$ cat src/common/uart_defines.svh
`ifndef UART_DEFINES_SVH
`define UART_DEFINES_SVH

//------------------------------
// link timing
//------------------------------
// SYS_CLK cycles per bit, kept small for sim
`define UART_CLKS_PER_BIT 16

//------------------------------
// data path and buffering
//------------------------------
`define UART_DATA_W 8         // bits per character
`define UART_FIFO_DEPTH 8     // entries in each fifo

`endif

$ cat src/common/uart_pkg.sv
`default_nettype none

`include "uart_defines.svh"

package uart_pkg;

	// one character on the wire
	typedef logic [`UART_DATA_W-1:0] uart_byte_t;

	// receive side entry, byte plus stop bit check
	typedef struct packed {
		uart_byte_t data;
		logic       frame_err;    // stop bit sampled low
	} rx_item_t;

	// transmitter fsm
	typedef enum logic [1:0] {
		TX_IDLE  = 2'd0,          // waiting on a non-empty fifo
		TX_LOAD  = 2'd1,          // pop strobe, grab head
		TX_SHIFT = 2'd2           // start, data, stop on txd
	} tx_state_t;

	// receiver fsm
	typedef enum logic [1:0] {
		RX_IDLE  = 2'd0,
		RX_START = 2'd1,          // half bit recheck
		RX_DATA  = 2'd2,
		RX_STOP  = 2'd3
	} rx_state_t;

endpackage

`default_nettype wire

$ cat src/fifo/uart_fifo.sv
`default_nettype none

module uart_fifo #(
	parameter type item_t = logic [7:0],   // payload, byte or rx item
	parameter int  DEPTH  = 8
) (
	input  wire logic  SYS_CLK,
	input  wire logic  RST_N,
	input  wire logic  push,
	input  item_t      push_data,
	input  wire logic  pop,
	output item_t      head_data,
	output logic       full,
	output logic       empty
);

	localparam int PTR_W = (DEPTH > 1) ? $clog2(DEPTH) : 1;
	localparam int CNT_W = $clog2(DEPTH + 1);
	localparam logic [PTR_W-1:0] PTR_LAST = PTR_W'(DEPTH - 1);
	localparam logic [CNT_W-1:0] CNT_FULL = CNT_W'(DEPTH);

	//------------------------------
	// storage and pointers
	//------------------------------
	item_t            mem [DEPTH];
	logic [PTR_W-1:0] wr_ptr;
	logic [PTR_W-1:0] rd_ptr;
	logic [CNT_W-1:0] count;     // occupancy

	logic do_push;
	logic do_pop;

	assign full    = (count == CNT_FULL);
	assign empty   = (count == '0);
	assign do_push = push && !full;    // push on full is dropped
	assign do_pop  = pop && !empty;    // pop on empty is dropped

	// fall-through read, oldest entry always on the head
	assign head_data = mem[rd_ptr];

	// write port
	always_ff @(posedge SYS_CLK)
	begin
		if (do_push)
			mem[wr_ptr] <= push_data;
	end

	//------------------------------
	// pointer and count update
	//------------------------------
	always_ff @(posedge SYS_CLK or negedge RST_N)
	begin
		if (!RST_N)
		begin
			wr_ptr <= '0;
			rd_ptr <= '0;
			count  <= '0;
		end
		else
		begin
			if (do_push)
				wr_ptr <= (wr_ptr == PTR_LAST) ? '0 : wr_ptr + 1'b1;    // wrap
			if (do_pop)
				rd_ptr <= (rd_ptr == PTR_LAST) ? '0 : rd_ptr + 1'b1;
			case ({do_push, do_pop})
				2'b10:   count <= count + 1'b1;
				2'b01:   count <= count - 1'b1;
				default: count <= count;          // both or neither
			endcase
		end
	end

endmodule

`default_nettype wire

$ cat src/uart_tx/uart_tx.sv
`default_nettype none

`include "uart_defines.svh"

module uart_tx
	import uart_pkg::*;
(
	input  wire logic  SYS_CLK,
	input  wire logic  RST_N,
	input  wire logic  empty,        // tx fifo has nothing to send
	input  uart_byte_t head_data,
	output logic       pop,
	output logic       txd
);

	localparam int CNT_W = $clog2(`UART_CLKS_PER_BIT);
	localparam logic [CNT_W-1:0] BAUD_END = CNT_W'(`UART_CLKS_PER_BIT - 1);

	//------------------------------
	// internal state
	//------------------------------
	tx_state_t        tx_state;
	logic [CNT_W-1:0] baud_cnt;     // cycles within current bit
	logic [3:0]       bit_cnt;      // 0 start, 1..8 data, 9 stop
	uart_byte_t       tx_byte;      // character being sent

	logic baud_end;

	assign baud_end = (baud_cnt == BAUD_END);

	// one cycle strobe to the fifo, head is read the same cycle
	assign pop = (tx_state == TX_LOAD);

	// latch the fifo head while pop is high
	always_ff @(posedge SYS_CLK)
	begin
		if (tx_state == TX_LOAD)
			tx_byte <= head_data;
	end

	//------------------------------
	// baud and bit counters
	//------------------------------
	always_ff @(posedge SYS_CLK or negedge RST_N)
	begin
		if (!RST_N)
		begin
			baud_cnt <= '0;
			bit_cnt  <= '0;
		end
		else if (tx_state == TX_SHIFT)
		begin
			if (baud_end)
			begin
				baud_cnt <= '0;
				bit_cnt  <= bit_cnt + 1'b1;
			end
			else
				baud_cnt <= baud_cnt + 1'b1;
		end
		else
		begin
			baud_cnt <= '0;    // restart on every frame
			bit_cnt  <= '0;
		end
	end

	//------------------------------
	// fsm and line driver
	//------------------------------
	always_ff @(posedge SYS_CLK or negedge RST_N)
	begin
		if (!RST_N)
		begin
			tx_state <= TX_IDLE;
			txd      <= 1'b1;    // line idles high
		end
		else
		begin
			case (tx_state)
				TX_IDLE:
				begin
					txd <= 1'b1;
					if (!empty)
						tx_state <= TX_LOAD;
				end
				TX_LOAD:
				begin
					txd      <= 1'b0;    // start bit, one cycle after pop
					tx_state <= TX_SHIFT;
				end
				TX_SHIFT:
				begin
					if (baud_end)
					begin
						if (bit_cnt == 4'd9)
							tx_state <= TX_IDLE;                  // stop bit done
						else if (bit_cnt <= 4'd7)
							txd <= tx_byte[bit_cnt[2:0]];         // lsb first
						else
							txd <= 1'b1;                          // stop bit
					end
				end
				default:
				begin
					txd      <= 1'b1;
					tx_state <= TX_IDLE;
				end
			endcase
		end
	end

endmodule

`default_nettype wire

$ cat src/uart_rx/uart_rx.sv
`default_nettype none

`include "uart_defines.svh"

module uart_rx
	import uart_pkg::*;
(
	input  wire logic SYS_CLK,
	input  wire logic RST_N,
	input  wire logic rxd,
	output logic      push,         // one cycle, mid stop bit
	output rx_item_t  push_data
);

	localparam int CNT_W = $clog2(`UART_CLKS_PER_BIT);
	localparam logic [CNT_W-1:0] BAUD_END = CNT_W'(`UART_CLKS_PER_BIT - 1);
	localparam logic [CNT_W-1:0] HALF_END = CNT_W'(`UART_CLKS_PER_BIT / 2 - 1);

	//------------------------------
	// input synchronizer
	//------------------------------
	logic rxd_meta;
	logic rxd_sync;
	logic rxd_prev;     // for edge detect

	always_ff @(posedge SYS_CLK or negedge RST_N)
	begin
		if (!RST_N)
		begin
			rxd_meta <= 1'b1;
			rxd_sync <= 1'b1;
			rxd_prev <= 1'b1;
		end
		else
		begin
			rxd_meta <= rxd;
			rxd_sync <= rxd_meta;
			rxd_prev <= rxd_sync;
		end
	end

	rx_state_t        rx_state;
	logic [CNT_W-1:0] baud_cnt;
	logic [2:0]       bit_cnt;      // data bit index
	uart_byte_t       rx_shift;

	logic fall_edge;
	logic data_tick;

	assign fall_edge = rxd_prev && !rxd_sync;
	assign data_tick = (rx_state == RX_DATA) && (baud_cnt == BAUD_END);

	// data bits arrive lsb first, shift in from the top
	always_ff @(posedge SYS_CLK)
	begin
		if (data_tick)
			rx_shift <= {rxd_sync, rx_shift[7:1]};
	end

	//------------------------------
	// frame fsm
	//------------------------------
	always_ff @(posedge SYS_CLK or negedge RST_N)
	begin
		if (!RST_N)
		begin
			rx_state <= RX_IDLE;
			baud_cnt <= '0;
			bit_cnt  <= '0;
			push     <= 1'b0;
		end
		else
		begin
			push <= 1'b0;
			case (rx_state)
				RX_IDLE:
				begin
					baud_cnt <= '0;
					bit_cnt  <= '0;
					if (fall_edge)
						rx_state <= RX_START;
				end
				RX_START:
				begin
					if (baud_cnt == HALF_END)
					begin
						baud_cnt <= '0;
						// still low at half bit, else a glitch
						rx_state <= rxd_sync ? RX_IDLE : RX_DATA;
					end
					else
						baud_cnt <= baud_cnt + 1'b1;
				end
				RX_DATA:
				begin
					if (data_tick)
					begin
						baud_cnt <= '0;
						bit_cnt  <= bit_cnt + 1'b1;
						if (bit_cnt == 3'd7)
							rx_state <= RX_STOP;
					end
					else
						baud_cnt <= baud_cnt + 1'b1;
				end
				RX_STOP:
				begin
					if (baud_cnt == BAUD_END)
					begin
						push     <= 1'b1;    // pushed whether stop is good or not
						rx_state <= RX_IDLE;
					end
					else
						baud_cnt <= baud_cnt + 1'b1;
				end
				default: rx_state <= RX_IDLE;
			endcase
		end
	end

	// item payload, set alongside push
	always_ff @(posedge SYS_CLK)
	begin
		if ((rx_state == RX_STOP) && (baud_cnt == BAUD_END))
		begin
			push_data.data      <= rx_shift;
			push_data.frame_err <= !rxd_sync;    // stop bit read low
		end
	end

endmodule

`default_nettype wire

$ cat src/hdl/uart_host_port.sv
`default_nettype none

module uart_host_port
	import uart_pkg::*;
(
	input  wire logic SYS_CLK,
	input  wire logic RST_N,
	// host write side
	input  wire logic tx_req,
	input  uart_byte_t tx_data,
	output logic      tx_ack,
	// tx fifo
	input  wire logic tx_full,
	output logic      tx_push,
	output uart_byte_t tx_push_data,
	// host read side
	output logic      rx_req,
	output uart_byte_t rx_data,
	output logic      rx_frame_err,
	input  wire logic rx_ack,
	// rx fifo
	input  wire logic rx_empty,
	input  rx_item_t  rx_head,
	output logic      rx_pop,
	input  wire logic rx_push,
	input  wire logic rx_full,
	output logic      rx_overrun
);

	logic rx_busy;     // ack seen, waiting for host to drop it

	//------------------------------
	// write handshake
	//------------------------------
	// single push per request, ack then holds until req drops
	assign tx_push      = tx_req && !tx_ack && !tx_full;
	assign tx_push_data = tx_data;

	// read side pops once, same cycle rx_req falls
	assign rx_pop = rx_req && rx_ack;

	always_ff @(posedge SYS_CLK or negedge RST_N)
	begin
		if (!RST_N)
		begin
			tx_ack     <= 1'b0;
			rx_req     <= 1'b0;
			rx_busy    <= 1'b0;
			rx_overrun <= 1'b0;
		end
		else
		begin
			if (tx_push)
				tx_ack <= 1'b1;
			else if (!tx_req)
				tx_ack <= 1'b0;    // phase 4

			//------------------------------
			// read handshake
			//------------------------------
			if (rx_pop)
			begin
				rx_req  <= 1'b0;
				rx_busy <= 1'b1;
			end
			else if (!rx_req && !rx_busy && !rx_empty)
				rx_req <= 1'b1;
			else if (rx_busy && !rx_ack)
				rx_busy <= 1'b0;

			// sticky, item lost at a full fifo
			if (rx_push && rx_full)
				rx_overrun <= 1'b1;
		end
	end

	// head copy held stable while rx_req is up
	always_ff @(posedge SYS_CLK)
	begin
		if (!rx_req && !rx_busy && !rx_empty)
		begin
			rx_data      <= rx_head.data;
			rx_frame_err <= rx_head.frame_err;
		end
	end

endmodule

`default_nettype wire

$ cat src/hdl/uart_link_top.sv
`default_nettype none

`include "uart_defines.svh"

module uart_link_top
	import uart_pkg::*;
(
	input  wire logic SYS_CLK,
	input  wire logic RST_N,
	input  wire logic tx_req,
	input  uart_byte_t tx_data,
	output logic      tx_ack,
	output logic      rx_req,
	output uart_byte_t rx_data,
	output logic      rx_frame_err,
	input  wire logic rx_ack,
	output logic      rx_overrun,
	output logic      txd,
	input  wire logic rxd
);

	//------------------------------
	// transmit path wires
	//------------------------------
	logic       tx_push;
	uart_byte_t tx_push_data;
	logic       tx_pop;
	uart_byte_t tx_head;
	logic       tx_full;
	logic       tx_empty;

	// receive path wires
	logic     rx_push;
	rx_item_t rx_push_data;
	logic     rx_pop;
	rx_item_t rx_head;
	logic     rx_full;
	logic     rx_empty;

	uart_host_port u_host_port (
		.SYS_CLK      (SYS_CLK),
		.RST_N        (RST_N),
		.tx_req       (tx_req),
		.tx_data      (tx_data),
		.tx_ack       (tx_ack),
		.tx_full      (tx_full),
		.tx_push      (tx_push),
		.tx_push_data (tx_push_data),
		.rx_req       (rx_req),
		.rx_data      (rx_data),
		.rx_frame_err (rx_frame_err),
		.rx_ack       (rx_ack),
		.rx_empty     (rx_empty),
		.rx_head      (rx_head),
		.rx_pop       (rx_pop),
		.rx_push      (rx_push),
		.rx_full      (rx_full),
		.rx_overrun   (rx_overrun)
	);

	uart_fifo #(.item_t(uart_byte_t), .DEPTH(`UART_FIFO_DEPTH)) u_tx_fifo (
		.SYS_CLK   (SYS_CLK),
		.RST_N     (RST_N),
		.push      (tx_push),
		.push_data (tx_push_data),
		.pop       (tx_pop),
		.head_data (tx_head),
		.full      (tx_full),
		.empty     (tx_empty)
	);

	uart_tx u_tx (
		.SYS_CLK   (SYS_CLK),
		.RST_N     (RST_N),
		.empty     (tx_empty),
		.head_data (tx_head),
		.pop       (tx_pop),
		.txd       (txd)
	);

	uart_rx u_rx (
		.SYS_CLK   (SYS_CLK),
		.RST_N     (RST_N),
		.rxd       (rxd),
		.push      (rx_push),
		.push_data (rx_push_data)
	);

	// rx side buffer, overrun is flagged in the host port
	uart_fifo #(.item_t(rx_item_t), .DEPTH(`UART_FIFO_DEPTH)) u_rx_fifo (
		.SYS_CLK   (SYS_CLK),
		.RST_N     (RST_N),
		.push      (rx_push),
		.push_data (rx_push_data),
		.pop       (rx_pop),
		.head_data (rx_head),
		.full      (rx_full),
		.empty     (rx_empty)
	);

endmodule

`default_nettype wire

$ cat config.mk
export PLATFORM = sky130hd
export DESIGN_NAME = uart_link_top
export DESIGN_NICKNAME = d
export VERILOG_FILES = /design/src/common/uart_pkg.sv /design/src/fifo/uart_fifo.sv /design/src/uart_tx/uart_tx.sv /design/src/uart_rx/uart_rx.sv /design/src/hdl/uart_host_port.sv /design/src/hdl/uart_link_top.sv
export VERILOG_INCLUDE_DIRS = /design/src /design/src/common
export SDC_FILE = /design/constraint.sdc
export NUM_CORES = 1
export LEC_CHECK = 0
export ABC_CLOCK_PERIOD_IN_PS = 4800
export BUFFER_PORTS_ARGS = -buffer_cell sky130_fd_sc_hd__buf_2
export CAP_MARGIN = 10
export CORE_ASPECT_RATIO = 2
export CORE_MARGIN = 1.5
export CORE_UTILIZATION = 52
export CTS_CLUSTER_SIZE = 16
export DETAILED_ROUTE_END_ITERATION = 8
export GPL_ROUTABILITY_DRIVEN = 0
export PLACE_DENSITY = 0.68
export SLEW_MARGIN = 20
export SYNTH_ARGS = -nofsm -noshare
export SYNTH_HDL_FRONTEND = slang
export SYNTH_SLANG_ARGS = --single-unit
$ cat constraint.sdc
create_clock -name SYS_CLK -period 4.8 [get_ports SYS_CLK]
set_input_delay 0.72 -clock SYS_CLK [delete_from_list [all_inputs] [get_ports SYS_CLK]]
set_output_delay 0.72 -clock SYS_CLK [all_outputs]
set_load 0.02 [all_outputs]
==> impl_metrics.toml, run 1 <==
[synth]
yosysUniqueCellTypes = 50
synth_top_area_cell = "edfxtp_1"
syn-num-nets = 514
synth-compound-area-share_pct = 2.91
synth-seq-cells = 218
ys_warn_count = 0
synth_top_family_by_area = "multiplexers"
ys_top_cells_by_area = "edfxtp_1, dfrtp_1, mux4_2"
synth_adder_area_share_pct = 2.84
netlist.area_leader.share_pct = 57.9
syn_inst = 481
seq_area_frac_synth_pct = 71.6
synthXorXnorAreaFrac_pct = 1.59
yosys.area_share.simple_pct = 5.76
syn_area_um2 = 8810
syn_area_per_cell_um2 = 18.3
synthMuxAreaShare_pct = 13.7

[grt]
grt_max_degree = 49
first_global_vias = 4578
grt_first_pass_wirelength_mm = 23.1
antenna_found_initial = 0
grt.total_usage_pct = 17.2
gr-total-overflow = 0

[floorplanning]
dieArea_um2 = 17800
coreArea_um2 = 16700
die_h_um = 187
die_x_um = 95.1
initial_core_util_pct = 52.8
rows = 67
io_pins = 26

[sta]
timing.fmax_mhz = 412
skew_ns = 0.0129
rsz0062_at_grt = "no"
tightest_slew_ns = 1.02
timing.final.max_slew_violations = 0
slew_headroom_pct = 31.9
fin_hold_ws_ns = 0.243
finalHoldViolations = 0
finalSetupTns_ns = 0
setup_viol = 0
timing.final.crit_share_pct = 50.5
min_period_ns = 2.42

[clock_tree]
cts.path.max_buffers = 3
cts_setup_buffers = 0
insertion_delay_ns = 0.48
root_buffer = "clkbuf_16"
cts-resized-gates = 0
clkTransAtPathRegs_ns = 0.06
ctsHoldBuffers = 0
clock-sinks = 218
numCtsBuffers = 19
cts_tree = "built"
htreeDepth = 1

[power_and_ir_drop]
p_leak_nw = 3.49
power_density_nw_per_um2 = 576
ir_drop_mv = 0.486

[cells_and_area]
drive_above_1_share_pct = 24.7
fin_nets = 548
n_antenna_cell = 0
syn_to_final_growth_pct = 11.3

[worst_setup_path]
rr_worst_depth = 10
cpMostUsedCell = "xor2_1"
worstPathRequired_ns = 5.15
critPathTopFamily = "simple AND/OR/NAND/NOR gates"
max_stage_delay_ns = 0.44
cp.depth = 10
path_cells = "nor3_2 -> nand2b_1 -> and3_1 -> ha_1 -> xor2_1 -> ha_1 -> a21oi_1 -> xor2_1 -> nor2_1 -> xor2_1"
setup.worst_path.start = "u_rx_fifo.count[1]"
critPathMaxFanout = 6
end_kind = "register"
cp-endpoint = "u_rx_fifo.count[2]"
path_class = "reg -> reg"
r2r_end = "u_rx_fifo.count[2]"
reg2reg_slack_ns = 2.38
reg2reg_from = "u_rx_fifo.count[1]"
worstPathBufferInverterCount = 0
startpoint_type = "register"
slowest_stage = "dfrtp_1"
crit_arrival_ns = 2.78

[min_path]
worstHoldPathType = "in -> async"

[routing]
num_vias = 4258
drt_iter0_drc = 195
detail_route.first_pass.iterations = 4
avgViaCountPerCell = 5.80
routed_wirelength_mm = 14.4
drtAntennaViolNets = 0
route.detailed.wl_per_inst_um = 19.7
route.detailed.drc = 0

[placed_design]
dp_hpwl_mm = 10.1
portBuffers = 25

[status]
outcome = "completed"

[run]
maxCapViolations = 0
[registers in the layout (all words and copies together) (netlist names), 2 cells and up, named ones only]
signal               count
u_rx_fifo.wr_ptr         3
u_host_port.rx_data      8
u_tx_fifo.rd_ptr         3
u_rx.bit_cnt             3
u_tx_fifo.mem           64
u_rx_fifo.rd_ptr         3
u_tx.baud_cnt            4
u_tx.tx_byte             8
u_rx_fifo.count          4
u_rx.rx_shift            8
u_tx_fifo.wr_ptr         3
u_tx.bit_cnt             4
u_rx.push_data           9
u_tx.tx_state            2
u_rx.baud_cnt            4
u_rx_fifo.mem           72
u_tx_fifo.count          4
[power by group]
group | switching [mW] | internal, mW
logic | 0.573 | 0.753
clock network | 0.642 | 0.946
registers | 0.372 | 2.36
[cell usage in the layout (no fill, tap or decap), drive strengths merged, types with 5 or more instances in the layout]
master,synthesis,routed
ha,20,20
nand2b,10,10
mux4,34,34
xnor2,7,7
dfrtp,44,44
clkbuf,8,23
mux2,30,30
nor2,25,25
buf,11,32
and3,6,6
nor3,18,18
nor4,5,5
edfxtp,170,170
xor2,9,9
a21oi,6,6
a22o,5,5
inv,7,7
nand3,10,10
nand2,10,10
[cells in the mapped netlist (all sizes together)]
| library cell | n |
|---|---|
| and2 | 2 |
| inv | 7 |
| edfxtp | 170 |
| nand4 | 2 |
| nor2 | 25 |
| a21o | 2 |
| nand4b | 1 |
| nor3b | 1 |
| nand3 | 10 |
| and3 | 6 |
| clkbuf | 8 |
| a211oi | 3 |
| nor3 | 18 |
| mux2i | 4 |
| o21a | 2 |
| xor2 | 9 |
| nand2b | 10 |
| a311oi | 1 |
| nand3b | 4 |
| nor2b | 1 |
| a21bo | 1 |
| a31oi | 2 |
| a22o | 5 |
| o21ai | 4 |
| a2111oi | 2 |
| mux4 | 34 |
| o2bb2ai | 2 |
| nor4 | 5 |
| xnor2 | 7 |
| nor4b | 2 |
| a31o | 1 |
| dfstp | 4 |
| nand2 | 10 |
| a21oi | 6 |
| mux2 | 30 |
| ha | 20 |
| o22ai | 2 |
| o211ai | 1 |
| buf | 11 |
| dfrtp | 44 |
| a22oi | 2 |
[metal layers]
metal	vias up	global-route usage [%]	share of wire (%)
li1	1960	-	-
met1	2190	16.6	33
met2	73	34.0	61
met3	35	2.32	2.7
met4	0	7.06	3.4
met5	-	0	0
[worst register-to-register path: cells and delay by family (launching register included)]
family,cells,cell delay (ns)
AOI/OAI and AO/OA,1,0.15
DFF,1,0.44
xor gates and xnor gates,3,0.48
adders and majority gates,2,0.50
and+or+nand+nor,4,0.74
[kinds of logic after synthesis]
family,count (synthesis)
AO/OA/AOI/OAI,36
XOR/XNOR,16
adder cells (fa/ha/maj),20
buffers and inverters,26
flip-flops,218
multiplexers,68
AND/OR/NAND/NOR,97
[worst min-delay path by stage]
stage                             start         endpoint  slack, ns  cells past startpoint
after floorplan           u_rx.rxd_meta    u_rx.rxd_sync       0.35                      0
final                             RST_N  u_rx.bit_cnt[2]       0.24                      1
after global routing              RST_N  u_rx.bit_cnt[1]       0.30                      1
after detailed placement  u_rx.rxd_meta    u_rx.rxd_sync       0.35                      0
after CTS                           rxd    u_rx.rxd_meta       0.32                      1
after global placement    u_rx.rxd_meta    u_rx.rxd_sync       0.35                      0
[per-stage QoR]
| step | area, um2 | worst slack, ns | cells | util [%] | total power, mW |
|---|---|---|---|---|---|
| after detailed placement | 9160 | 2.36 | 701 | 54.9 | 4.14 |
| after global routing | 9810 | 2.22 | 734 | 58.8 | 5.95 |
| final | 9810 | 2.38 | 734 | 58.8 | 5.65 |
| after CTS | 9800 | 2.35 | 734 | 58.8 | 5.73 |
| after floorplan | 8810 | 2.57 | 481 | - | 3.80 |
| after global placement | 9160 | 2.48 | 701 | 54.9 | 4.04 |
[cell type report]
class | instances | area (um2)
clock inverter | 10 | 154
sequential | 218 | 6310
tap | 207 | 259
inverter | 7 | 26.3
multi-input combinational | 237 | 2390
timing repair buffer | 32 | 180
clock buffer | 23 | 490
fill | 1224 | 6880
No activity file was read; power rests on OpenSTA's default activity.
==> inputs of run 2 (changes only) <==
--- a/config.mk
+++ b/config.mk
@@ -6,7 +6,8 @@
 export SDC_FILE = /design/constraint.sdc
 export NUM_CORES = 1
 export LEC_CHECK = 0
-export ABC_CLOCK_PERIOD_IN_PS = 4800
+export ABC_AREA = 1
+export ABC_CLOCK_PERIOD_IN_PS = 2500
 export BUFFER_PORTS_ARGS = -buffer_cell sky130_fd_sc_hd__buf_2
 export CAP_MARGIN = 10
 export CORE_ASPECT_RATIO = 2
==> constraint.sdc (replaced) <==
create_clock -name SYS_CLK -period 2.5 [get_ports SYS_CLK]
set_input_delay 0.375 -clock SYS_CLK [delete_from_list [all_inputs] [get_ports SYS_CLK]]
set_output_delay 0.375 -clock SYS_CLK [all_outputs]
set_load 0.02 [all_outputs]
==> run 2 against run 1 <==
Effect of this change: highest routed layer unchanged; final area rose by 1.9%; synthesized area rose by 2.2%; critical path type unchanged; sequential share of layout area fell by 1.2 points; sequential power rose by 73%; synthesized cell count rose by 61%; register-to-register slack got worse by 2.0 ns; clock power rose by 79%.
==> impl_metrics.toml, run 2 <==
[power_and_ir_drop]
swShare_pct = 33.7
ir_drop_mv = 0.674
p_leak_nw = 3.92
power_density_nw_per_um2 = 1060
p_comb_share_pct = 28.4
p_seq_share_pct = 44.8
intPower_mw = 7.03
p_sw_mw = 3.57
pwr-share-clk_pct = 26.8
power_mw = 10.6

[placed_design]
dpl_worst_slack_ns = 0.398
dp_hpwl_mm = 11.5
portBuffers = 25

[cells_and_area]
reg.largest.list = "u_rx_fifo.mem: 72 flops, u_tx_fifo.mem: 64 flops, u_rx.push_data: 9 flops"
largest_register_ffs = 72
fillers = 1315
fin_nets = 852
syn_to_final_growth_pct = 11.0
multiInputGateArea_um2 = 2320
regArea_um2 = 6310
drive_above_1_share_pct = 12.2
final_common_cell = "edfxtp_1"
n_antenna_cell = 0
regMostFlops = "u_rx_fifo.mem"
final_cell_mix = "edfxtp_1, nor2_1, nand2_1, o21ai_0, inv_1"

[clock_tree]
htreeDepth = 1
clkTransAtPathRegs_ns = 0.07
insertion_delay_ns = 0.49
cts.path.max_buffers = 3
numCtsBuffers = 19
root_buffer = "clkbuf_16"
cts_tree = "built"
clock-sinks = 218

[synth]
ys_top_cells_by_area = "edfxtp_1, dfrtp_1, nor2_1"
yosysUniqueCellTypes = 34
synth_top_area_cell = "edfxtp_1"
syn_area_um2 = 9010
ys_warn_count = 0
syn_inst = 774
synth.most_common_cell = "edfxtp_1"
synthTopCellsByCount = "edfxtp_1, nor2_1, nand2_1"
netlist.area_leader.share_pct = 56.7
syn_area_per_cell_um2 = 11.6
synth_flop_cell = "edfxtp_1"
async_flop_share_pct = 22.0
synth-seq-cells = 218
seq_area_frac_synth_pct = 70.1
synth-edff-count = 170
syn-num-nets = 807

[sta]
rsz0062_at_grt = "no"
timing.final.max_slew_violations = 0
setup_viol = 0
timing.final.crit_share_pct = 86.4
slew_headroom_pct = 38.2
timing.fmax_mhz = 463
skew_ns = 0.0136
min_period_ns = 2.16
finalHoldViolations = 0
finalSetupTns_ns = 0
tightest_slew_ns = 0.928
worst_slack_ns = 0.339

[worst_setup_path]
worstPathBufferInverterCount = 1
end_kind = "register"
worstPathRequired_ns = 2.90
slowest_stage = "dfrtp_1"
crit_arrival_ns = 2.56
critPathMaxFanout = 8
path_class = "reg -> reg"
cp.depth = 12
rr_worst_depth = 12
critPathTopFamily = "simple AND/OR/NAND/NOR gates"
path_cells = "nor2_1 -> nand3_1 -> nand2_1 -> nor2_4 -> ha_1 -> nand2_1 -> inv_1 -> nor2_1 -> ha_1 -> a21oi_1 -> xor2_1 -> o21ai_0"
max_stage_delay_ns = 0.43
startpoint_type = "register"

[grt]
grt.total_usage_pct = 19.6
first_global_vias = 5841
antenna_found_initial = 0
gr-total-overflow = 0
grt_max_degree = 40
grt_first_pass_wirelength_mm = 27.4

[min_path]
worstHoldPathType = "in -> async"

[floorplanning]
dieArea_um2 = 18200
rows = 67
die_h_um = 189
die_x_um = 96.1
io_pins = 26
coreArea_um2 = 16800
initial_core_util_pct = 53.5

[routing]
routed_wirelength_mm = 16.7
drtAntennaViolNets = 0
drt_iter0_drc = 214
avgViaCountPerCell = 5.44
route.detailed.drc = 0
num_vias = 5643
detail_route.first_pass.iterations = 4
route.detailed.wl_per_inst_um = 16.1

[status]
outcome = "completed"

[run]
maxCapViolations = 0
==> run 2: changes by cell type after synthesis, sizes merged, moves of 30 or more <==
| cell | delta |
|---|---|
| o21ai | +117 |
| mux4 | -34 |
| mux2 | -30 |
| inv | +46 |
| nor2 | +113 |
| nand2 | +121 |
==> run 2: repair_timing <==
action | 4_1_cts | 5_1_grt
hold buffers | 1 | 0
endpoints found under the hold margin | 1 | 0
resized for setup | 0 | 0
buffers inserted | 0 | 0
==> run 2: final cells by class <==
cell class	instances	share of cell area [%]
sequential	218	63.1
multi-input combinational	477	23.2
clock buffer	22	4.87
timing repair buffer	48	3.00
tap	207	2.59
inverter	55	2.09
clock inverter	11	1.13
==> run 2: routing by layer <==
| layer | routed length [um] | GRT usage, % |
|---|---|---|
| met3 | 449 | 2.21 |
| met2 | 9780 | 38.6 |
| met5 | 0 | 0 |
| met4 | 542 | 8.14 |
| met1 | 5900 | 19.4 |
==> run 2: cells by family (layout without fill, tap and decap cells) <==
kind of cell | after synthesis | in the layout | share of synthesized area (%)
buf+inv | 79 | 136 | 4.22
fa+ha+maj | 20 | 20 | 2.78
flops | 218 | 218 | 70.1
simple gates | 311 | 311 | 14.2
xor+xnor | 6 | 6 | 0.583
compound gates | 140 | 140 | 8.11
==> run 2: worst paths after layout <==
kind / start / end / slack (ns)
min in group SYS_CLK: rx_ack / u_host_port.rx_req / 0.12
max reg2reg: u_tx_fifo.count[1] / u_tx_fifo.count[2] / 0.34
max in group asynchronous: RST_N / u_rx_fifo.rd_ptr[0] / 1.79
max: u_tx_fifo.count[1] / u_tx_fifo.count[2] / 0.34
min: RST_N / u_rx_fifo.wr_ptr[1] / 0.02
min reg2reg: u_rx.rxd_meta / u_rx.rxd_sync / 0.36
==> run 2: power by group through the flow <==
stage / registers [mW] / logic [mW] / clock network [mW]
6_report: 4.75 / 3.01 / 2.84
5_1_grt: 4.81 / 3.47 / 3.03
4_1_cts: 4.75 / 3.04 / 2.90
3_5_place_dp: 4.82 / 3.02 / 0
3_3_place_gp: 4.79 / 2.88 / 0
2_1_floorplan: 4.87 / 2.28 / 0
==> run 2: per-stage QoR <==
step | area [um2] | hold slack, ns | util, % | instances
after global routing | 10000 | 0.101 | 59.3 | 1038
after floorplan | 9010 | 0.0794 | - | 774
after global placement | 9390 | 0.347 | 55.7 | 1004
after detailed placement | 9390 | 0.347 | 55.7 | 1004
final | 10000 | 0.0214 | 59.3 | 1038
after CTS | 10000 | 0.0511 | 59.3 | 1038
==> inputs of run 3 (changes only) <==
--- a/config.mk
+++ b/config.mk
@@ -10,13 +10,15 @@
 export ABC_CLOCK_PERIOD_IN_PS = 2500
 export BUFFER_PORTS_ARGS = -buffer_cell sky130_fd_sc_hd__buf_2
 export CAP_MARGIN = 10
+export CELL_PAD_IN_SITES_DETAIL_PLACEMENT = 0
+export CELL_PAD_IN_SITES_GLOBAL_PLACEMENT = 2
 export CORE_ASPECT_RATIO = 2
 export CORE_MARGIN = 1.5
-export CORE_UTILIZATION = 52
+export CORE_UTILIZATION = 43
 export CTS_CLUSTER_SIZE = 16
 export DETAILED_ROUTE_END_ITERATION = 8
 export GPL_ROUTABILITY_DRIVEN = 0
-export PLACE_DENSITY = 0.68
+export PLACE_DENSITY_LB_ADDON = 0.1
 export SLEW_MARGIN = 20
 export SYNTH_ARGS = -nofsm -noshare
 export SYNTH_HDL_FRONTEND = slang
==> run 3 against run 2 <==
Effect of this change: die area up 20%; critical path depth unchanged; via count down 0.27%; first-iteration DRC count up 48%; clock skew down 0.0047 ns; final cell count up 6.4%; total power up 5.6%; hold slack better by 0.10 ns; worst setup slack better by 0.067 ns; sequential power about the same; global-route usage down 2.8 points; clock power up 20%; critical path type unchanged; highest routed layer unchanged.
==> impl_metrics.toml, run 3 (same netlist as run 2, synthesis figures left out) <==
[status]
outcome = "completed"

[power_and_ir_drop]
p_seq_share_pct = 42.4
p_leak_nw = 4.02
ir_drop_mv = 0.686
p_sw_mw = 3.63
intPower_mw = 7.56
power_density_nw_per_um2 = 1090
swShare_pct = 32.5
pwr-share-clk_pct = 30.4
p_comb_share_pct = 27.1

[clock_tree]
cts.path.max_buffers = 3
cts_setup_buffers = 0
cts_tree = "built"
clock-sinks = 218
insertion_delay_ns = 0.49
root_buffer = "clkbuf_16"
numCtsBuffers = 20
htreeDepth = 1
clkTransAtPathRegs_ns = 0.06

[grt]
grt_max_degree = 40
grt.total_usage_pct = 16.8
first_global_vias = 5658
grt_first_pass_wirelength_mm = 28.7
antenna_found_initial = 0
gr-total-overflow = 0

[sta]
fin_hold_ws_ns = 0.123
tightest_slew_ns = 0.629
timing.final.crit_share_pct = 83.7
rsz0062_at_grt = "no"
finalHoldViolations = 0
timing.final.max_slew_violations = 0
min_period_ns = 2.09
slew_headroom_pct = 58.0
setup_viol = 0
skew_ns = 0.00890
timing.fmax_mhz = 478
finalSetupTns_ns = 0

[routing]
route.detailed.wl_per_inst_um = 16.0
avgViaCountPerCell = 5.10
detail_route.first_pass.iterations = 4
routed_wirelength_mm = 17.7
route.detailed.drc = 0
drt_iter0_drc = 316
drtAntennaViolNets = 0
num_vias = 5628

[cells_and_area]
drive_above_1_share_pct = 13.2
fin_cells = 1104
syn_to_final_growth_pct = 13.9
final_cell_mix = "edfxtp_1, nor2_1, nand2_1, o21ai_0, inv_1"
final_util_pct = 50.2
largest_register_ffs = 72
fin_nets = 857
reg.largest.list = "u_rx_fifo.mem: 72 flops, u_tx_fifo.mem: 64 flops, u_rx.push_data: 9 flops"
final_common_cell = "edfxtp_1"
final_cell_area_um2 = 10300
n_antenna_cell = 0
regMostFlops = "u_rx_fifo.mem"

[worst_setup_path]
worstPathBufferInverterCount = 2
reg2reg_from = "u_rx_fifo.count[1]"
path_cells = "nor2_1 -> nand3_1 -> nand3_1 -> inv_2 -> ha_1 -> nand2_1 -> inv_1 -> nor2_2 -> ha_1 -> a21oi_1 -> or2_1 -> a31oi_1"
rr_worst_depth = 12
critPathMaxFanout = 7
path_class = "reg -> reg"
crit_arrival_ns = 2.50
slowest_stage = "dfrtp_1"
r2r_end = "u_rx_fifo.count[2]"
critPathTopFamily = "simple AND/OR/NAND/NOR gates"
max_stage_delay_ns = 0.42
worstPathRequired_ns = 2.91
cp.depth = 12
reg2reg_slack_ns = 0.41
startpoint_type = "register"
end_kind = "register"

[floorplanning]
io_pins = 26
rows = 74
coreArea_um2 = 20500
dieArea_um2 = 21900
initial_core_util_pct = 44.0
die_x_um = 105
die_h_um = 208

[min_path]
worstHoldPathType = "in -> reg"
hold_end = "u_host_port.rx_req"
min_path_cells = 2
min_from = "rx_ack"

[placed_design]
dpl-instance-area_um2 = 9480
portBuffers = 25
dp_hpwl_mm = 12.3
dp.cells = 1066

[run]
maxCapViolations = 0
run 3: cell count changes in the layout (fill, tap and decap cells not counted), moves of 2 or more:
cell,delta
clkbuf_8,+4
bufinv_16,+2
clkbuf_16,+3
buf_4,+4
clkinv_1,-2
inv_6,-2
clkbuf_1,-2
run 3: how the worst max path moves through the flow:
| stage | start | endpoint |
|---|---|---|
| after floorplan | u_tx_fifo.count[0] | u_tx_fifo.count[2] |
| after global placement | u_rx_fifo.count[1] | u_rx_fifo.count[2] |
| after detailed placement | u_rx_fifo.count[0] | u_rx_fifo.count[2] |
| after CTS | u_rx_fifo.count[1] | u_rx_fifo.count[2] |
| after global routing | u_tx_fifo.count[1] | u_tx_fifo.count[2] |
| final | u_rx_fifo.count[1] | u_rx_fifo.count[2] |
run 3: repair_timing:
action | in CTS | in global routing
hold endpoints to repair | 1 | 33
resized for setup | 0 | 0
endpoints found under the setup margin | 0 | 0
hold buffers | 1 | 1
run 3: layer usage:
metal  share of wire, %  global-route usage (%)
met2                 58                    33.7
met5                  0                       0
met1                 35                    16.2
met3                3.2                    2.29
met4                3.9                    8.03
run 3: stage by stage:
step / power [mW] / worst slack (ns)
2_1_floorplan: 7.14 / 0.617
3_3_place_gp: 7.84 / 0.491
3_5_place_dp: 7.93 / 0.414
4_1_cts: 11.4 / 0.399
5_1_grt: 11.9 / 0.187
6_report: 11.2 / 0.407
run 3: final cells by class:
type                            instances  area, um2
Inverter                               55        209
Timing Repair Buffer                   52        335
Sequential cell                       218       6310
Multi-Input combinational cell        477       2320
Clock buffer                           27        609
Tap cell                              266        333
Clock inverter                          9        148
Fill cell                            1835      10200
run 3: worst reg2reg max path: cells and delay by family (launching register included):
kind	cells	cell delay, ns
AND/OR/NAND/NOR	6	0.88
flip-flops	1	0.42
adder cells (fa/ha/maj)	2	0.41
AO/OA/AOI/OAI	2	0.19
buffers and inverters	2	0.13
run 3: power by group through the flow:
stage / logic [mW] / registers [mW] / clock network (mW)
finish: 3.04 / 4.75 / 3.41
global route: 3.51 / 4.80 / 3.62
CTS: 3.12 / 4.75 / 3.48
detailed placement: 3.10 / 4.83 / 0
global placement: 3.03 / 4.81 / 0
floorplan: 2.28 / 4.87 / 0
